## src/hw/fetch_buf_pkg.sv

```systemverilog
// shared codes and lane tables; size code 0 (4x4) is reserved and maps to the identity table
`default_nettype none

package fetch_buf_pkg;

  // ------------------------------------------------------------------------
  // bank geometry
  // ------------------------------------------------------------------------
  localparam int NUM_BANKS   = 4;
  localparam int LANE_PIX    = 8;
  // 6 regions of 32 words: luma 0..3, chroma u 4, chroma v 5
  localparam int BANK_DEPTH  = 192;
  localparam int BANK_ADDR_W = 8;

  typedef logic [BANK_ADDR_W-1:0] bank_addr_t;

  typedef enum logic [1:0] {
    SIZE_04 = 2'd0,
    SIZE_08 = 2'd1,
    SIZE_16 = 2'd2,
    SIZE_32 = 2'd3
  } blk_size_e;

  typedef enum logic [1:0] {
    PLANE_Y = 2'd0,
    PLANE_U = 2'd2,
    PLANE_V = 2'd3
  } plane_e;

  // {size code, rotation code}
  typedef logic [3:0] perm_sel_t;

  // ------------------------------------------------------------------------
  // lane permutation
  // ------------------------------------------------------------------------
  // bank feeding output lane, lane 0 is the top slice of the row
  function automatic logic [1:0] lane_bank(perm_sel_t sel, logic [1:0] lane);
    logic [7:0] row;
    case (sel)
      4'd4:    row = 8'b00_01_10_11;
      4'd5:    row = 8'b10_11_00_01;
      4'd6:    row = 8'b01_10_11_00;
      4'd7:    row = 8'b11_00_01_10;
      4'd8:    row = 8'b00_10_01_11;
      4'd9:    row = 8'b10_00_11_01;
      4'd10:   row = 8'b01_11_10_00;
      4'd11:   row = 8'b11_01_00_10;
      4'd12:   row = 8'b00_10_01_11;
      4'd13:   row = 8'b01_11_10_00;
      4'd14:   row = 8'b10_00_11_01;
      4'd15:   row = 8'b11_01_00_10;
      default: row = 8'b00_01_10_11;
    endcase
    return row[(3 - int'(lane)) * 2 +: 2];
  endfunction

endpackage

`default_nettype wire

```

## src/hw/blk_addr_map.sv

```systemverilog
// combinational block-to-bank address map; 4x4 blocks are unsupported and x/y bit 0 is ignored
`timescale 1ns/1ps
`default_nettype none

module blk_addr_map (
  input  wire                                                    valid_i,
  input  fetch_buf_pkg::plane_e                                  plane_i,
  input  fetch_buf_pkg::blk_size_e                               size_i,
  input  wire [3:0]                                              x_i,
  input  wire [3:0]                                              y_i,
  input  wire [4:0]                                              idx_i,
  output fetch_buf_pkg::bank_addr_t [fetch_buf_pkg::NUM_BANKS-1:0] bank_addr_o,
  output fetch_buf_pkg::perm_sel_t                               perm_sel_o
);

  import fetch_buf_pkg::*;

  logic [2:0]                  region;
  logic [2:0]                  row;
  logic [1:0]                  rot;
  logic [NUM_BANKS-1:0][1:0]   col;

  // ------------------------------------------------------------------------
  // region field
  // ------------------------------------------------------------------------
  always_comb begin
    if (plane_i == PLANE_Y) begin
      region = {1'b0, y_i[3], x_i[3]};
    end else begin
      // chroma: u and v sit in regions 4 and 5
      region = {2'b10, plane_i[0]};
    end
  end

  // ------------------------------------------------------------------------
  // row field and rotation code
  // ------------------------------------------------------------------------
  always_comb begin
    row = 3'd0;
    rot = 2'd0;
    case (size_i)
      SIZE_08: begin
        row = {y_i[2:1], idx_i[2]};
        rot = x_i[2:1];
      end
      SIZE_16: begin
        row = {y_i[2], idx_i[3:2]};
        rot = {x_i[2], idx_i[1]};
      end
      SIZE_32: begin
        row = idx_i[4:2];
        rot = idx_i[1:0];
      end
      default: begin
        row = 3'd0;
        rot = 2'd0;
      end
    endcase
  end

  assign perm_sel_o = {size_i, rot};

  // ------------------------------------------------------------------------
  // column field
  // ------------------------------------------------------------------------
  // inverse of lane_bank: column of bank b is the lane it serves
  always_comb begin
    col = '0;
    for (int j = 0; j < NUM_BANKS; j++) begin
      col[lane_bank(perm_sel_o, 2'(j))] = 2'(j);
    end
  end

  always_comb begin
    for (int b = 0; b < NUM_BANKS; b++) begin
      bank_addr_o[b] = {region, row, col[b]};
    end
  end

  // the requester must never present a 4x4 block
  always_comb begin
    if (valid_i) begin
      assert (size_i != SIZE_04)
        else $error("blk_addr_map: 4x4 block requested");
    end
  end

endmodule

`default_nettype wire

```

## config.mk

```make
export PLATFORM = sky130hd
export DESIGN_NAME = blk_addr_map
export DESIGN_NICKNAME = d
export VERILOG_FILES = /design/src/hw/fetch_buf_pkg.sv /design/src/hw/blk_addr_map.sv
export SDC_FILE = /design/constraint.sdc
export NUM_CORES = 1
export LEC_CHECK = 0
export ABC_AREA = 1
export BUFFER_PORTS_ARGS = -buffer_cell sky130_fd_sc_hd__buf_2
export CAP_MARGIN = 15
export CELL_PAD_IN_SITES_DETAIL_PLACEMENT = 1
export CELL_PAD_IN_SITES_GLOBAL_PLACEMENT = 1
export CORE_ASPECT_RATIO = 1.2
export CORE_MARGIN = 8
export CORE_UTILIZATION = 22
export DETAILED_ROUTE_END_ITERATION = 7
export GPL_TIMING_DRIVEN = 1
export PLACE_DENSITY_LB_ADDON = 0.15
export RECOVER_POWER = 100
export SLEW_MARGIN = 20
export SYNTH_ARGS = -nofsm -noshare
export SYNTH_HDL_FRONTEND = slang
export SYNTH_SLANG_ARGS = --single-unit
```

## constraint.sdc

```tcl
create_clock -name vclk -period 4.1
set_input_delay 0.41 -clock vclk [all_inputs]
set_output_delay 0.41 -clock vclk [all_outputs]
set_load 0.01 [all_outputs]
```

==> flow_summary.toml, run 1 <==
[outcome]
status = "complete, no violations"

[detailed_routing]
drt_first_pass_iters = 2
dr_total_vias = 605
vias_per_cell = 4.03
wl_per_cell_um = 11.3
route.detailed.drc = 0
ant_nets = 0
drt_iter0_drc = 3
drt_wl_total_um = 1690

[timing]
finalSetupTns_ns = 0
rsz0062_at_grt = "no"
setup_viol = 0
fin_crit_ns = 2.65
slew_viol_final = 0
slew_headroom = 0.742
worstMarginPinSlew_ns = 0.387
period_share = 0.647
fmax_mhz = 377
hold_viol_final = 0

[clock_network]
cts_setup_buffers = 0
post_cts_resized = 0
ctsHoldBuffers = 0

[setup_path]
critPathArrivalTime_ns = 2.24
critical_path.max_fanout = 10
crit_path_start_kind = "input port"
cp.required_ns = 3.69
worstSetupPathType = "input port to primary output"
end_kind = "primary output"

[final_layout]
fin_nets = 142
diodes = 0
multiInputGateArea_um2 = 263
regArea_um2 = 0
synthToLayoutAreaGrowth_pct = 18.3
nFillCells = 322
nClkBuffers = 0
layout-drive-gt1-share = 0.175
final_cell_mix = "clkbuf_1 (33), nand2_1 (32), buf_2 (18)"
final_common_cell = "clkbuf_1"
final_area_um2 = 559
seq_cells = 0

[flow_run]
max_cap_violations = 0

[die]
die_w_um = 58.3
die_h_um = 66.8
die_area_um2 = 3900
io-pin-count = 54
initial_utilization = 0.231
core_um2 = 2050
num_rows = 18

[synthesis]
netlist_instances = 90
synth.area.top_cells = "buf_4 (33%), nand2_1 (25%), inv_1 (8.7%), nand3_1 (8.5%), ha_1 (5.3%)"
syn-num-nets = 110
yosys_warnings = 0
synth_top_area_frac = 0.333
synth.distinct_cells = 15
ys_seq_area_frac = 0
mappedNetlistArea_um2 = 473
yosysTopAreaCell = "buf_4"
synth.avg_cell_area_um2 = 5.26

[global_route]
antenna_found_initial = 0
grt_pass1_wl_um = 2700
first_global_vias = 624
gr-usage-all-layers = 0.0800
grt_max_degree = 11
grt_use_met3 = 0.0193
grtUsageMet1 = 0.0867
overflow = 0
busiest_layer = "met2"
grt_use_met2 = 0.159

[place]
post_dp_cell_area_um2 = 608
port_buffers = 51
gp_congestion = 0.793
hpwl_um = 1550

[power]
power_switching_share = 0.654
ir_worst_vdd_mv = 0.0452
p_int_uw = 33.1
switchingPower_uw = 62.6
clkPwrFrac = 0
p_per_area_nw_per_um2 = 171
p_leak_uw = 0.000343
comb_power_share = 1.000
seqPwrFrac = 0

[min_path]
hp-class = "input port to primary output"
[cell type report]
type | instances | share of cell area
Multi-Input combinational cell | 57 | 0.470
Timing Repair Buffer | 51 | 0.383
Inverter | 12 | 0.0805
Tap cell | 30 | 0.0671
[worst paths after layout]
| path | start | endpoint | slack (ns) | cells after the start |
|---|---|---|---|---|
| worst min-delay path | y_i[3] | bank_addr_o[14] | 1.14 | 4 |
| worst max-delay path | size_i[1] | bank_addr_o[25] | 1.45 | 11 |
[metal layers]
metal	up-vias	wire [um]
met5	-	0
met3	0	179
met2	28	851
met1	262	657
li1	315	-
met4	0	0
[kinds of logic (layout without fill, tap and decap cells)]
| logic type | count (synthesis) | count (layout) | share of synthesized area |
|---|---|---|---|
| buf+inv | 33 | 63 | 0.429 |
| fa+ha+maj | 2 | 2 | 0.0529 |
| compound gates | 4 | 4 | 0.0609 |
| simple gates | 51 | 51 | 0.458 |
[metrics by stage]
| stage | std cells | hold WS, ns | util | power (uW) | worst slack, ns |
|---|---|---|---|---|---|
| 2_1_floorplan | 90 | 0.912 | - | 75.3 | 1.98 |
| 3_3_place_gp | 150 | 1.12 | 0.297 | 104 | 1.68 |
| 3_5_place_dp | 150 | 1.12 | 0.297 | 106 | 1.67 |
| 4_1_cts | 150 | 1.12 | 0.297 | 106 | 1.67 |
| 5_1_grt | 150 | 1.18 | 0.273 | 109 | 1.18 |
| 6_report | 150 | 1.14 | 0.273 | 95.6 | 1.45 |
[power groups by stage]
stage | sequential [uW] | clock (uW) | combinational (uW)
floorplan | 0 | 0 | 75.3
global placement | 0 | 0 | 104
detailed placement | 0 | 0 | 106
CTS | 0 | 0 | 106
global route | 0 | 0 | 109
finish | 0 | 0 | 95.6
[worst max-delay path, stage by stage]
cell      delay, ns
clkbuf_1       0.30
inv_1          0.15
nand2_1        0.13
nand3_1        0.15
o21ai_0        0.19
ha_1           0.33
nand2_1        0.12
a21boi_0       0.19
nand2_1        0.07
nand2_1        0.05
clkbuf_1       0.15
[Yosys cell counts]
cell type  instances
buf_4             21
o21ai_1            1
ha_1               2
nand3_1            8
nand3_2            1
o21bai_1           1
a21boi_0           1
nor2_1             6
or2_2              1
a22o_1             1
inv_1             11
inv_2              1
nand2_1           32
nor2_2             2
nor3_1             1
Power figures use the tool's default switching activity.
==> run 2: changes to the inputs <==
- CORE_UTILIZATION: 22 -> 20
- clock period: 4.1 -> 2.65 ns (I/O delays scaled with it)
==> run 2 against run 1 <==
  * Largest power group unchanged
  * Die area increased by 7.4%
  * Setup slack lost 1.0 ns
  * Critical path depth rose by 1
  * Count of clock-buffer cells in the layout did not move
  * Design area grew 2.0%
  * Hold slack lost 0.29 ns
  * First-iteration DRC count rose to 5.7 times the previous value
  * Power increased by 59%
  * Largest cell class unchanged
==> flow_summary.toml, run 2 (synthesis gave the netlist of run 1 again) <==
[outcome]
status = "complete, no violations"

[detailed_routing]
routedLengthMet1_um = 619
dr_total_vias = 608
vias_per_cell = 4.03
dr.max_layer_used = "met3"
drt_iter0_drc = 17
ant_nets = 0
wl_per_cell_um = 11.6
route.detailed.drc = 0
met2_length_um = 938
wl_met3_um = 198
drt_wl_total_um = 1760
drt_first_pass_iters = 3

[final_layout]
final_common_cell = "nand2_1"
final_cell_mix = "nand2_1 (32), clkbuf_1 (31), buf_2 (20)"
fin_nets = 142
regArea_um2 = 0
nClkBuffers = 0
layout-drive-gt1-share = 0.200
final_area_um2 = 571
post-route-util = 0.253
diodes = 0
seq_cells = 0
synthToLayoutAreaGrowth_pct = 20.6

[power]
p_leak_uw = 0.000352
p_per_area_nw_per_um2 = 266
switchingPower_uw = 99.6
seqPwrFrac = 0
p_int_uw = 52.3
power_switching_share = 0.656
comb_power_share = 1.000
ir_worst_vdd_mv = 0.0589
clkPwrFrac = 0

[global_route]
grt_max_degree = 11
antenna_found_initial = 0
overflow = 0
first_global_vias = 643
gr-usage-all-layers = 0.0791
grt_pass1_wl_um = 2870

[timing]
holdWs_ns = 0.852
fmax_mhz = 444
slew_headroom = 0.792
period_share = 0.849
setup_viol = 0
fin_crit_ns = 2.25
finalSetupTns_ns = 0
worstMarginPinSlew_ns = 0.312
slew_viol_final = 0
rsz0062_at_grt = "no"
hold_viol_final = 0

[flow_run]
max_cap_violations = 0

[setup_path]
critical_path.max_fanout = 8
worstSetupPathType = "input port to primary output"
max_stage_delay_ns = 0.34
cp.required_ns = 2.38
end_kind = "primary output"
cpMostUsedCell = "nand2_1"
cp_slowest_cell = "ha_1"
critPathArrivalTime_ns = 1.99
path_cells = "clkbuf_1 -> inv_1 -> nor2_2 -> nand2_1 -> nand2_1 -> nor2_1 -> ha_1 -> nand2_1 -> a21boi_0 -> nand2_1 -> nand2_1 -> clkbuf_1"
crit_path_start_kind = "input port"

[clock_network]
ctsHoldBuffers = 0
post_cts_resized = 0
cts_setup_buffers = 0

[die]
core_um2 = 2260
io-pin-count = 54
num_rows = 19
die_w_um = 60.4
die_area_um2 = 4180
die_h_um = 69.3
initial_utilization = 0.209

[place]
hpwl_um = 1580
gp_congestion = 0.750
post_dp_cell_area_um2 = 609
port_buffers = 51

[min_path]
hp-class = "input port to primary output"
hold_path_depth = 4
[run 2: cell count changes in the layout (fill, tap and decap cells not counted), sizes merged]
cell,previous run,this run
clkbuf,33,31
buf,18,20
[run 2: worst max-delay path, delay by kind of cell]
family	cells	cell delay, ns
AO/OA/AOI/OAI	1	0.20
AND/OR/NAND/NOR	7	0.61
buffers and inverters	3	0.55
adder cells (fa/ha/maj)	1	0.34
[run 2: metrics by stage]
stage / std cells / setup WS, ns / total power [uW]
global route: 151 / 0.168 / 172
detailed placement: 151 / 0.505 / 166
finish: 151 / 0.399 / 152
floorplan: 90 / 0.816 / 117
CTS: 151 / 0.499 / 166
global placement: 151 / 0.530 / 163
[run 2: routing by layer]
metal	global-route usage	vias up
met5	0	-
met4	0	0
met1	0.0762	270
li1	-	316
met2	0.163	22
met3	0.0186	0
[run 2: area by class of cell]
| type | count | area [um^2] |
|---|---|---|
| Tap cell | 31 | 38.8 |
| Fill cell | 338 | 1690 |
| Timing Repair Buffer | 51 | 216 |
| Multi-Input combinational cell | 57 | 270 |
| Inverter | 12 | 45.0 |
[run 2: worst paths after layout]
check  slack [ns]              end       from
max          0.40  bank_addr_o[25]  size_i[0]
min          0.85  bank_addr_o[30]     y_i[3]
[run 2: power by group through the flow]
stage               Combinational (uW)  Sequential [uW]  Clock [uW]
floorplan                          117                0           0
global placement                   163                0           0
detailed placement                 166                0           0
CTS                                166                0           0
global route                       172                0           0
finish                             152                0           0
==> run 3: changes to the inputs <==
- ABC_AREA: 1 -> 0
- CORE_UTILIZATION: 20 -> 26
- clock period: 2.65 -> 2.21 ns (I/O delays scaled with it)
==> run 3 against run 2 <==
  * Non-clock buffer count is 4 higher
  * Area after synthesis is 34% higher
  * Hold slack worse by 0.17 ns
  * Critical path depth is 2 lower
  * Sequential share of layout area stayed put
==> flow_summary.toml, run 3 <==
[outcome]
status = "complete, no violations"

[die]
die_h_um = 70.1
num_rows = 19
io-pin-count = 54
core_um2 = 2310
die_w_um = 61.1
die_area_um2 = 4280
initial_utilization = 0.275

[setup_path]
cp.required_ns = 1.99
critical_path.max_fanout = 7
cp_slowest_cell = "ha_1"
path_cells = "buf_2 -> buf_4 -> nand2_1 -> o21ai_2 -> a22oi_1 -> ha_1 -> nor2_2 -> a21oi_1 -> o2bb2ai_1 -> clkbuf_2"
crit_path_start_kind = "input port"
worstSetupPathType = "input port to primary output"
end_kind = "primary output"
max_stage_delay_ns = 0.36
critPathArrivalTime_ns = 1.77

[final_layout]
fin_nets = 134
fin_cells = 143
final_common_cell = "clkbuf_1"
nClkBuffers = 0
final_cell_mix = "clkbuf_1 (28), buf_2 (21), inv_1 (5), a22o_1 (5), a21oi_1 (5)"
seq_cells = 0
synthToLayoutAreaGrowth_pct = 12.2
diodes = 0
layout-drive-gt1-share = 0.348
regArea_um2 = 0

[place]
hpwl_um = 1620
gp_congestion = 0.686
dp_slack_ns = 0.129
post-place-cells = 143
port_buffers = 51

[detailed_routing]
drt_wl_total_um = 1880
drt_iter0_drc = 9
wl_per_cell_um = 13.2
vias_per_cell = 4.55
route.detailed.drc = 0
drt_first_pass_iters = 4
dr_total_vias = 651
ant_nets = 0

[timing]
hold_viol_final = 0
slew_headroom = 0.809
setup_viol = 0
fmax_mhz = 503
slew_viol_final = 0
rsz0062_at_grt = "no"
worstMarginPinSlew_ns = 0.285
period_share = 0.899
finalSetupTns_ns = 0
fin_crit_ns = 1.99
fin_ws_ns = 0.223

[synthesis]
mappedNetlistArea_um2 = 634
yosys-top-cells-count = "buf_4 (22), a21oi_1 (5), a22o_1 (5), inv_1 (5)"
synth_top_area_frac = 0.260
ys_seq_area_frac = 0
synth.avg_cell_area_um2 = 7.64
synth.distinct_cells = 29
synth.area.top_cells = "buf_4 (26%), a22o_1 (6.9%), o2bb2ai_1 (5.5%), buf_6 (5.3%), a2bb2oi_2 (4.7%)"
yosysTopAreaCell = "buf_4"
syn-num-nets = 103
yosys_warnings = 0
netlist_instances = 83
synth.most_common_cell = "buf_4"

[power]
ir_worst_vdd_mv = 0.0815
p_leak_uw = 0.000329
p_per_area_nw_per_um2 = 275
power_uw = 196

[clock_network]
cts_setup_buffers = 0
ctsHoldBuffers = 0

[min_path]
hold_end = "perm_sel_o[3]"
hold_path_depth = 2
min_from = "size_i[1]"
hp-class = "input port to primary output"

[global_route]
grt_max_degree = 21
antenna_found_initial = 0
gr-usage-all-layers = 0.0841
overflow = 0
first_global_vias = 690
grt_pass1_wl_um = 3110

[flow_run]
max_cap_violations = 0
-- run 3: cell count changes in the layout (fill, tap and decap cells not counted), moves of 5 or more --
cell     previous run  this run
nand2_1            32         4
a21oi_1             0         5
inv_1              12         5
nand3_1             8         1
-- run 3: how the worst max path moves through the flow --
stage / endpoint / start / slack, ns
after global routing: bank_addr_o[1] / size_i[0] / 0.01
after detailed placement: bank_addr_o[1] / size_i[0] / 0.13
final: bank_addr_o[1] / size_i[0] / 0.22
after CTS: bank_addr_o[1] / size_i[0] / 0.12
after floorplan: bank_addr_o[1] / size_i[0] / 0.35
after global placement: bank_addr_o[1] / size_i[0] / 0.17
-- run 3: layout make-up --
type	count	area (um^2)
multi-input combinational	52	404
inverter	5	18.8
fill	333	1590
timing repair buffer	55	250
tap	31	38.8
-- run 3: power breakdown --
| group | internal [uW] | switching, uW | leakage, uW |
|---|---|---|---|
| clock | 0 | 0 | 0 |
| combinational | 82.1 | 114 | 0.000329 |
| sequential | 0 | 0 | 0 |
| total | 82.1 | 114 | 0.000329 |
-- run 3: through the flow --
step / cell area [um^2] / utilization / hold slack (ns)
after CTS: 746 / 0.323 / 0.671
final: 712 / 0.309 / 0.678
after global placement: 746 / 0.323 / 0.666
after detailed placement: 746 / 0.323 / 0.670
after global routing: 712 / 0.309 / 0.687
after floorplan: 634 / - / 0.534
-- run 3: routing by layer --
metal	wire length (um)	GRT usage	part of all wire	vias up
li1	-	-	-	333
met1	851	0.105	0.45	287
met2	880	0.154	0.47	31
met3	150	0.00733	0.080	0
met4	0	0	0	0
met5	0	0	0	-
-- run 3: cells by family (layout without fill, tap and decap cells) --
logic type / count (synthesis) / after routing / synth area share
AOI/OAI and AO/OA: 31 / 31 / 0.387
adders and majority gates: 2 / 2 / 0.0394
buffers and inverters: 31 / 60 / 0.365
muxes: 2 / 2 / 0.0592
and+or+nand+nor: 17 / 17 / 0.150
-- run 3: timing repair --
| action | 4_1_cts | 5_1_grt |
|---|---|---|
| endpoints found under the hold margin | 0 | 0 |
| endpoints found under the setup margin | 0 | 2 |
| resized for setup | 0 | 1 |
-- run 3: worst max-delay path: cells and delay by family --
family	cells	cell delay [ns]
adder cells (fa/ha/maj)	1	0.36
buffers and inverters	3	0.43
AND/OR/NAND/NOR	2	0.25
AO/OA/AOI/OAI	4	0.50
